[config.mk]
export PLATFORM = sky130hd
export DESIGN_NAME = osc_top
export DESIGN_NICKNAME = d
export VERILOG_FILES = /design/src/verilog/osc_pkg.sv /design/src/verilog/frame_if.sv /design/src/verilog/osc_settings.sv /design/src/verilog/sample_clock.sv /design/src/verilog/trigger_capture.sv /design/src/verilog/waveform_stats.sv /design/src/verilog/osc_top.sv
export SDC_FILE = /design/constraint.sdc
export NUM_CORES = 2
export LEC_CHECK = 0
export BUFFER_PORTS_ARGS = -buffer_cell sky130_fd_sc_hd__buf_2
export CAP_MARGIN = 20
export CORE_MARGIN = 2
export CORE_UTILIZATION = 50
export DETAILED_ROUTE_END_ITERATION = 7
export GPL_ROUTABILITY_DRIVEN = 1
export PLACE_DENSITY = 0.65
export SYNTH_ARGS = -nofsm -noshare
export SYNTH_HDL_FRONTEND = slang
export SYNTH_SLANG_ARGS = --single-unit
[constraint.sdc]
create_clock -name clk -period 7.01 [get_ports clk]
set_input_delay 0.3505 -clock clk [delete_from_list [all_inputs] [get_ports clk]]
set_output_delay 0.3505 -clock clk [all_outputs]
set_load 0.03 [all_outputs]
[src/verilog/osc_pkg.sv]
// *********************************************************************
// shared sizes, register map, reset values and enums for the scope
// acquisition path; imported by every design file that needs them
// *********************************************************************

package osc_pkg;

   // adc and frame geometry
   localparam int sample_w  = 12;
   localparam int frame_len = 256;
   localparam int frame_aw  = 8;
   localparam int div_w     = 12;

   // running sum holds a full frame without overflow
   localparam int sum_w = sample_w + frame_aw;

   // register map seen on the write port
   typedef enum logic [1:0] {
      reg_level = 2'd0,
      reg_edge  = 2'd1,
      reg_div   = 2'd2,
      reg_arm   = 2'd3
   } reg_addr_e;

   typedef enum logic {
      edge_rise = 1'b0,
      edge_fall = 1'b1
   } trig_edge_e;

   // capture fsm
   typedef enum logic [1:0] {
      cap_idle  = 2'd0,
      cap_prime = 2'd1,
      cap_wait  = 2'd2,
      cap_store = 2'd3
   } cap_state_e;

   // settings after reset, mid scale level and full rate
   localparam logic [sample_w-1:0] level_default = 12'd2048;
   localparam logic [div_w-1:0]    div_default   = 12'd0;
   localparam trig_edge_e          edge_default  = edge_rise;

endpackage

[src/verilog/frame_if.sv]
// *********************************************************************
// frame write stream from the trigger block to the statistics block,
// one word per stored sample plus start and done markers
// *********************************************************************

`timescale 1ns/1ps

interface frame_if;
   import osc_pkg::*;

   logic                wr_en;
   logic [frame_aw-1:0] wr_addr;
   logic [sample_w-1:0] wr_data;
   // goes with the write at address 0
   logic                frame_start;
   // one clock after the write at the last address
   logic                frame_done;

   modport source (output wr_en, wr_addr, wr_data, frame_start, frame_done);

   modport sink (input wr_en, wr_addr, wr_data, frame_start, frame_done);

endinterface

[src/verilog/osc_settings.sv]
// *********************************************************************
// user settings register block; holds level, edge and sample divider
// and turns a write to the arm address into a single clock pulse
// *********************************************************************

`timescale 1ns/1ps

module osc_settings (
   input  logic                         clk,
   input  logic                         rst_n,
   input  logic                         reg_wr,
   input  osc_pkg::reg_addr_e           reg_addr,
   input  logic [osc_pkg::sample_w-1:0] reg_wdata,
   output logic [osc_pkg::sample_w-1:0] trigger_level,
   output osc_pkg::trig_edge_e          trigger_edge,
   output logic [osc_pkg::div_w-1:0]    sample_div,
   output logic                         arm
);
   import osc_pkg::*;

   // write to the arm address this clock
   logic arm_wr;

   assign arm_wr = reg_wr && (reg_addr == reg_arm);

   // held settings, written on the strobe edge
   always_ff @(posedge clk or negedge rst_n) begin
      if (!rst_n) begin
         trigger_level <= level_default;
         trigger_edge  <= edge_default;
         sample_div    <= div_default;
      end else if (reg_wr) begin
         case (reg_addr)
            reg_level: trigger_level <= reg_wdata;
            // only bit 0 carries the edge
            reg_edge:  trigger_edge  <= trig_edge_e'(reg_wdata[0]);
            reg_div:   sample_div    <= reg_wdata[div_w-1:0];
            // arm has no stored value
            reg_arm:   ;
            default:   ;
         endcase
      end
   end

   // arm pulse on the clock after the write
   always_ff @(posedge clk or negedge rst_n) begin
      if (!rst_n) begin
         arm <= 1'b0;
      end else begin
         arm <= arm_wr;
      end
   end

   // capture block relies on arm being a single clock wide
   a_arm_single: assert property (
      @(posedge clk) disable iff (!rst_n)
      arm |=> !arm
   ) else $error("arm high on two clocks in a row");

endmodule

[src/verilog/sample_clock.sv]
// *********************************************************************
// sample strobe divider; ticks once every sample_div + 1 clocks,
// a new divider takes effect at the next tick
// *********************************************************************

`timescale 1ns/1ps

module sample_clock (
   input  logic                      clk,
   input  logic                      rst_n,
   input  logic [osc_pkg::div_w-1:0] sample_div,
   output logic                      sample_tick
);
   import osc_pkg::*;

   // clocks left until the next tick
   logic [div_w-1:0] cnt;
   // idle clocks since the last tick, checker only
   logic [div_w-1:0] idle_run;
   // divider that set up the current gap
   logic [div_w-1:0] gap_div;

   // div 0 keeps cnt at zero, tick every clock
   assign sample_tick = (cnt == '0);

   always_ff @(posedge clk or negedge rst_n) begin
      if (!rst_n) begin
         cnt <= '0;
      end else if (sample_tick) begin
         cnt <= sample_div;
      end else begin
         cnt <= cnt - 1'b1;
      end
   end

   // independent up count to check the gap against
   always_ff @(posedge clk or negedge rst_n) begin
      if (!rst_n) begin
         idle_run <= '0;
         gap_div  <= div_default;
      end else if (sample_tick) begin
         idle_run <= '0;
         gap_div  <= sample_div;
      end else begin
         idle_run <= idle_run + 1'b1;
      end
   end

   // exactly sample_div low clocks between two ticks
   a_tick_gap: assert property (
      @(posedge clk) disable iff (!rst_n)
      sample_tick == (idle_run == gap_div)
   ) else $error("sample tick gap differs from divider");

endmodule

[src/verilog/trigger_capture.sv]
// *********************************************************************
// edge trigger and frame store; once armed, waits for a level crossing
// and writes the next 256 samples, served back on a read port
// *********************************************************************

`timescale 1ns/1ps

module trigger_capture (
   input  logic                         clk,
   input  logic                         rst_n,
   input  logic                         sample_tick,
   input  logic [osc_pkg::sample_w-1:0] adc_data,
   input  logic [osc_pkg::sample_w-1:0] trigger_level,
   input  osc_pkg::trig_edge_e          trigger_edge,
   input  logic                         arm,
   output logic                         busy,
   input  logic [osc_pkg::frame_aw-1:0] rd_addr,
   output logic [osc_pkg::sample_w-1:0] rd_data,
   frame_if.source                      frame
);
   import osc_pkg::*;

   localparam logic [frame_aw-1:0] last_addr = frame_aw'(frame_len - 1);

   cap_state_e state;

   // sample from the tick before
   logic [sample_w-1:0] prev_sample;
   logic                rise_hit;
   logic                fall_hit;
   logic                trig_hit;
   // final word of the frame on the bus now
   logic                last_sent;

   // frame memory, one word per sample
   logic [sample_w-1:0] mem [frame_len];

   // crossing tests against the level
   assign rise_hit = (prev_sample < trigger_level) && (adc_data >= trigger_level);
   assign fall_hit = (prev_sample > trigger_level) && (adc_data <= trigger_level);
   assign trig_hit = (trigger_edge == edge_rise) ? rise_hit : fall_hit;

   assign last_sent = frame.wr_en && (frame.wr_addr == last_addr);

   // anything but idle blocks a new arm
   assign busy = (state != cap_idle);

   always_ff @(posedge clk or negedge rst_n) begin
      if (!rst_n) begin
         state <= cap_idle;
      end else begin
         case (state)
            cap_idle: begin
               if (arm) begin
                  state <= cap_prime;
               end
            end
            // first tick only fills prev_sample
            cap_prime: begin
               if (sample_tick) begin
                  state <= cap_wait;
               end
            end
            cap_wait: begin
               if (sample_tick && trig_hit) begin
                  state <= cap_store;
               end
            end
            // leave once word 255 reaches the memory
            cap_store: begin
               if (last_sent) begin
                  state <= cap_idle;
               end
            end
            default: state <= cap_idle;
         endcase
      end
   end

   // previous sample follows every tick
   always_ff @(posedge clk) begin
      if (sample_tick) begin
         prev_sample <= adc_data;
      end
   end

   // write strobes, address and frame markers
   always_ff @(posedge clk or negedge rst_n) begin
      if (!rst_n) begin
         frame.wr_en       <= 1'b0;
         frame.wr_addr     <= '0;
         frame.frame_start <= 1'b0;
         frame.frame_done  <= 1'b0;
      end else begin
         frame.wr_en       <= 1'b0;
         frame.frame_start <= 1'b0;
         frame.frame_done  <= last_sent;
         if (state == cap_wait && sample_tick && trig_hit) begin
            // triggering sample opens the frame
            frame.wr_en       <= 1'b1;
            frame.wr_addr     <= '0;
            frame.frame_start <= 1'b1;
         end else if (state == cap_store && sample_tick && !last_sent) begin
            frame.wr_en   <= 1'b1;
            frame.wr_addr <= frame.wr_addr + 1'b1;
         end
      end
   end

   // sample latched on its tick, qualified by wr_en
   always_ff @(posedge clk) begin
      if (sample_tick) begin
         frame.wr_data <= adc_data;
      end
   end

   // memory write and display read, rd_data one clock after rd_addr
   always_ff @(posedge clk) begin
      if (frame.wr_en) begin
         mem[frame.wr_addr] <= frame.wr_data;
      end
      rd_data <= mem[rd_addr];
   end

   a_wr_in_store: assert property (
      @(posedge clk) disable iff (!rst_n)
      frame.wr_en |-> state == cap_store
   ) else $error("frame write outside store state");

   a_done_idle: assert property (
      @(posedge clk) disable iff (!rst_n)
      frame.frame_done |-> state == cap_idle
   ) else $error("frame done while capture still running");

endmodule

[src/verilog/waveform_stats.sv]
// *********************************************************************
// frame statistics; tracks min, max and sum of the write stream and
// latches them with a frame_ready pulse after frame_done
// *********************************************************************

`timescale 1ns/1ps

module waveform_stats (
   input  logic                         clk,
   input  logic                         rst_n,
   frame_if.sink                        frame,
   output logic [osc_pkg::sample_w-1:0] sample_min,
   output logic [osc_pkg::sample_w-1:0] sample_max,
   output logic [osc_pkg::sample_w-1:0] sample_avg,
   output logic                         frame_ready
);
   import osc_pkg::*;

   // running values for the frame being written
   logic [sample_w-1:0] run_min;
   logic [sample_w-1:0] run_max;
   logic [sum_w-1:0]    run_sum;

   // first word seeds, later words update
   always_ff @(posedge clk) begin
      if (frame.wr_en) begin
         if (frame.frame_start) begin
            run_min <= frame.wr_data;
            run_max <= frame.wr_data;
            run_sum <= sum_w'(frame.wr_data);
         end else begin
            if (frame.wr_data < run_min) begin
               run_min <= frame.wr_data;
            end
            if (frame.wr_data > run_max) begin
               run_max <= frame.wr_data;
            end
            run_sum <= run_sum + sum_w'(frame.wr_data);
         end
      end
   end

   // results and ready pulse, one clock after frame_done
   always_ff @(posedge clk or negedge rst_n) begin
      if (!rst_n) begin
         frame_ready <= 1'b0;
         sample_min  <= '0;
         sample_max  <= '0;
         sample_avg  <= '0;
      end else begin
         frame_ready <= frame.frame_done;
         if (frame.frame_done) begin
            sample_min <= run_min;
            sample_max <= run_max;
            // divide by 256, drop the low address bits
            sample_avg <= run_sum[sum_w-1:frame_aw];
         end
      end
   end

   // mean of a frame lies between its extremes
   a_stats_order: assert property (
      @(posedge clk) disable iff (!rst_n)
      frame_ready |-> (sample_min <= sample_avg) && (sample_avg <= sample_max)
   ) else $error("frame statistics out of order");

endmodule

[src/verilog/osc_top.sv]
// *********************************************************************
// scope acquisition top; settings, sample divider, trigger capture and
// frame statistics, with settings and results on plain ports
// *********************************************************************

`timescale 1ns/1ps

module osc_top (
   input  logic                         clk,
   input  logic                         rst_n,
   input  logic [osc_pkg::sample_w-1:0] adc_data,
   input  logic                         reg_wr,
   input  osc_pkg::reg_addr_e           reg_addr,
   input  logic [osc_pkg::sample_w-1:0] reg_wdata,
   input  logic [osc_pkg::frame_aw-1:0] rd_addr,
   output logic [osc_pkg::sample_w-1:0] rd_data,
   output logic                         capture_busy,
   output logic                         frame_ready,
   output logic [osc_pkg::sample_w-1:0] sample_min,
   output logic [osc_pkg::sample_w-1:0] sample_max,
   output logic [osc_pkg::sample_w-1:0] sample_avg,
   output logic [osc_pkg::sample_w-1:0] trigger_level_out,
   output logic [osc_pkg::div_w-1:0]    sample_div_out
);
   import osc_pkg::*;

   // settings
   logic [sample_w-1:0] trigger_level;
   trig_edge_e          trigger_edge;
   logic [div_w-1:0]    sample_div;
   logic                arm;

   logic                sample_tick;

   // trigger to stats
   frame_if frame_bus ();

   // settings shown outside, no read back
   assign trigger_level_out = trigger_level;
   assign sample_div_out    = sample_div;

   osc_settings u_settings (
      .clk,
      .rst_n,
      .reg_wr,
      .reg_addr,
      .reg_wdata,
      .trigger_level,
      .trigger_edge,
      .sample_div,
      .arm
   );

   sample_clock u_sample_clock (
      .clk,
      .rst_n,
      .sample_div,
      .sample_tick
   );

   trigger_capture u_trigger_capture (
      .clk,
      .rst_n,
      .sample_tick,
      .adc_data,
      .trigger_level,
      .trigger_edge,
      .arm,
      .busy    (capture_busy),
      .rd_addr,
      .rd_data,
      .frame   (frame_bus.source)
   );

   waveform_stats u_waveform_stats (
      .clk,
      .rst_n,
      .frame   (frame_bus.sink),
      .sample_min,
      .sample_max,
      .sample_avg,
      .frame_ready
   );

endmodule

-- Word-level counts from Yosys, hierarchy flattened
Memories as Yosys holds them, arrays and structs flattened. A register that Yosys moved wholly into a read port is not among the register bits.
Cells that the tools add are included.
- bits in registers: 144
- bits in writable memories: 3072
- input port bits: 37
- output and inout port bits: 74
- logic and storage cells: 82
- memories kept: 1
- add/subtract/negate cells: 3
- order comparisons: 6
- equality and inequality tests: 11
- multiplexer cells: 19
- reduce and logical (&&, ||, !) cells: 23
- memory list (name ; depth ; width ; read ports ; clocked after memory_dff ; write ports ; line ; RTL):
    u_trigger_capture.mem ; 256 ; 12 ; 1 ; 1 ; 1 ; trigger_capture.sv:36 ; logic [sample_w-1:0] mem [frame_len];
- operator list (kind ; count):
    $mux 12 ; 6
    $gt 12x12->1 ; 2
    $lt 12x12->1 ; 2
    $add 20x12->20 ; 1
    $mux 8 ; 2
    $ge 12x12->1 ; 1
    $le 12x12->1 ; 1
    $logic_not 12->1 ; 1
    $sub 12x1->12 const B ; 1
    $reduce_and 2->1 ; 5
    $logic_and 1x1->1 ; 9
    $add 8x1->8 const B ; 1
    $eq 2x2->1 const B ; 4
    $eq 8x8->1 const B ; 1
    $mux 2 ; 4
    $pmux 2 s4 ; 1
    $reduce_bool 2->1 ; 4
    $mux 1 ; 6
    $ne 2x1->1 const B ; 3
    $eq 2x1->1 const B ; 2
    $logic_not 2->1 ; 2
    $reduce_and 4->1 ; 1
    $ne 2x2->1 const B ; 1
    $logic_not 1->1 ; 1

-- Logic depth before layout (Yosys ltp)
- depth in word-level cells: 6
- mapped depth: 12
- mapped depth without buffers: 10

-- Modules after synthesis
From an unflattened synthesis, not the netlist that was laid out.
- cells, all modules: 6042
- area total of the unflattened synthesis: 125634.2 µm²
- by module, submodules not included (module ; times used ; cells an instance ; area an instance (µm²)):
    trigger_capture ; 1 ; 5585 ; 119803.7
    waveform_stats ; 1 ; 328 ; 4139.0
    osc_settings ; 1 ; 57 ; 1009.7
    sample_clock ; 1 ; 72 ; 681.9

-- Worst setup path after synthesis
No wires, ideal clock.
- path type: register -> register
- start point: register u_trigger_capture.prev_sample[11] (netlist name)
- end point: register u_waveform_stats.run_max[0] (enable)
- arrival time: 5.491 ns
- slack: 1.119 ns
- cell stages (with the launch flop): 7
- buffers on the path: 0
- period minus slack after synthesis: 5.891 ns
- path through: edfxtp_1 -> ha_1 -> nand4_1 -> or2_2 -> o221ai_1 -> o21ai_0 -> a21boi_0
- RTL lines (item ; line ; RTL):
    end signal, assigned ; waveform_stats.sv:29 ; run_max <= frame.wr_data;
    end signal, assigned ; waveform_stats.sv:36 ; run_max <= frame.wr_data;
    end, declared ; waveform_stats.sv:21 ; logic [sample_w-1:0] run_max;

==> flow_summary.ini <==
[status]
outcome = finished clean

[critical_path]
crit_path_max_fanout = 68
cp-end-kind = flop
cp.required_ps = 7750
path_class = in2reg
crit_start = rd_addr[0]
critical_path_arrival_ps = 4490
r2r-start = u_trigger_capture.prev_sample[1]
startpoint_type = input port

[logic_synthesis]
ys_ff_latch = 3228
synth_ff_type = edfxtp_1
syn_avg_cell_area_sq_um = 21.8
syn-num-nets = 5844
netlist_instances = 5737
synth_cell_type_count = 66
synth_edf_count = 3128
synth_area_sq_um = 125000
yosysWarnings = 0
synthArstFlopShare = 0.0273
ys_seq_area_frac = 0.771

[placement]
place_area_sq_um = 131000
dp_hpwl_microns = 178000
gp_congestion = 0.824
dp.cells = 9143
portBuffers = 110

[sta]
worstMarginPinSlew_ps = 1400
fin_tns_setup_ps = 0
setup_viol = 0
skew_ps = 62.4
max_freq_mhz = 267
finalCritPeriodShare = 0.535
rsz0062_at_grt = no
hold_violations = 0
min_period_ps = 3750
relSlewSlack = 0.0696
drv_slew = 0

[drt]
vias_per_cell = 6.24
wl_per_cell_microns = 30.8
drcViolationCount = 0
dr.pass1.iters = 6
drt_wl_total_microns = 303000
initialDrtViolationCount = 7508
vias = 61279
antenna_left = 0

[floorplan]
die_width_microns = 504
fp.dieH_microns = 504
fp-row-count = 183
initial_core_util = 0.503
core_sq_um = 249000
die_area_sq_um = 254000
io_pins = 111

[power]
leakagePower_nw = 45.5
p_per_area_nw_per_um2 = 281
vdd_drop_max_v = 0.000257

[clocking]
cts_buffers = 336
postCtsSetupRepairBufs = 0
path_clk_slew_ps = 60
ctsRootBufferMaster = clkbuf_16
cts_htree_levels = 5
cts.repair.resized = 0
clk_latency_ps = 950
cts_tree = built
cts_sinks = 3228
cts_buffer_depth = 4

[final_layout]
final_nets = 6355
final_cell_count_no_fill = 9824
drive_gt1_frac = 0.282
final_area_sq_um = 143000
area_growth_pct = 14.0

[global_route]
grt_usage = 0.237
overflow = 0
grt_max_degree = 188
grt_pass1_vias = 61298
grt_pass1_wl_microns = 438000
antenna_found_initial = 9

[worst_hold_path]
min-delay-start = rd_addr[6]
hp-class = in2reg

[job]
cap_viol_max_count = 0
==> synth_stat cells (10+ instances only) <==
master,instances,share of area
xnor2_1,17,0.0012
a21o_1,10,0.00060
a31oi_1,24,0.0012
buf_2,80,0.0032
nand4_1,35,0.0018
a22oi_1,114,0.0068
dfxtp_1,12,0.0019
inv_1,52,0.0016
mux2i_1,163,0.013
xor2_1,10,0.00070
dfrtp_1,87,0.017
mux2_2,60,0.0054
o22ai_1,42,0.0021
nor3_1,38,0.0015
o221ai_1,45,0.0032
nor2_1,296,0.0089
nand2b_1,15,0.00075
o21ai_0,57,0.0023
nand2_1,65,0.0020
edfxtp_1,3128,0.75
o31ai_1,15,0.00090
buf_1,52,0.0016
clkbuf_1,157,0.0047
mux4_2,804,0.14
ha_1,69,0.0069
a21oi_1,95,0.0038
nor2b_1,24,0.0012
nand3_1,61,0.0024
buf_4,31,0.0019
==> metal layers <==
layer  track usage  part of all wire  vias up
li1              -                 -    25142
met1         0.337              0.40    32779
met2         0.377              0.49     2862
met5       0.00131           0.00021        -
met3        0.0406             0.079      492
met4        0.0754             0.032        4
==> area by class of cell <==
cell class                      count  area [sq um]
Fill cell                       18059        106000
Sequential cell                  3228         96400
Multi-Input combinational cell   2136         27300
Clock buffer                      430          9050
Timing Repair Buffer              494          4180
Tap cell                         3330          4170
Clock inverter                    152          1300
Inverter                           52           195
Antenna cell                        2          5.00
==> timing repair <==
| item | 4_1_cts | 5_1_grt |
|---|---|---|
| endpoints found under the setup margin | 0 | 0 |
| endpoints found under the hold margin | 125 | 0 |
| hold buffers | 51 | 0 |
==> worst max-delay path, stage by stage <==
cell and delay (ps):
buf_12 340, buf_12 450, mux4_2 570, mux4_2 500
mux2i_1 360, a21oi_1 340, o31ai_1 1110, a31oi_1 90
==> cells by family (layout without fill, tap and decap cells) <==
logic type,after synthesis,after routing,share of synthesized area
DFF,3228,3228,0.771
muxes,1028,1028,0.163
and+or+nand+nor,570,570,0.0207
AOI/OAI and AO/OA,441,441,0.0236
buffers and inverters,373,1128,0.0130
adders and majority gates,70,70,0.00706
xor gates and xnor gates,27,27,0.00189
other,0,2,0
==> path summary, 6_finish.rpt <==
kind | endpoint | slack (ps) | depth (start not counted)
worst max-delay path | u_trigger_capture.rd_data[9] | 3260 | 8
worst min-delay path | u_trigger_capture.rd_data[7] | 110 | 2
worst max register to register | u_waveform_stats.run_sum[18] | 3380 | 10
worst min register to register | u_waveform_stats.sample_max[6] | 500 | 1
max in group asynchronous | u_waveform_stats.sample_max[10] | 5740 | 3
min in group asynchronous | u_settings.trigger_level[3] | 210 | 3
==> state kept, by name, indices dropped and copies added, names as in the netlist, 2 cells and up <==
| register | cells |
|---|---|
| u_settings.trigger_level | 12 |
| u_trigger_capture.state | 2 |
| u_waveform_stats.sample_min | 12 |
| u_waveform_stats.run_sum | 20 |
| u_waveform_stats.run_min | 12 |
| u_waveform_stats.sample_avg | 12 |
| u_trigger_capture.frame.wr_addr | 8 |
| u_settings.sample_div | 12 |
| u_waveform_stats.sample_max | 12 |
| u_sample_clock.cnt | 12 |
| u_trigger_capture.prev_sample | 12 |
| u_trigger_capture.mem | 3072 |
| u_waveform_stats.run_max | 12 |
| u_trigger_capture.rd_data | 12 |
==> through the flow <==
step	power, mW	setup slack, ps	hold WS (ps)	utilization
final	40.1	3260	112	0.574
after global routing	41.2	3160	50.7	0.573
after CTS	40.3	3400	16.2	0.572
after detailed placement	23.5	2430	254	0.528
after global placement	23.5	2380	254	0.526
after floorplan	22.8	1120	54.9	-
==> cell usage in the layout, fill, tap and decap left out, drive strengths merged, types with 65 or more instances in the layout <==
cell / synthesis / layout
edfxtp: 3128 / 3128
mux4: 804 / 804
buf: 164 / 438
clkbuf: 157 / 435
nor2: 296 / 296
mux2i: 163 / 163
clkinv: 0 / 121
a22oi: 114 / 114
a21oi: 95 / 95
dfrtp: 87 / 87
ha: 69 / 69
nand2: 65 / 65
==> report_power, final <==
part	switching, mW	internal [mW]
logic	1.22	0.817
registers	0.117	21.0
clock network	7.09	9.86
(Power assumes the default switching activity.)
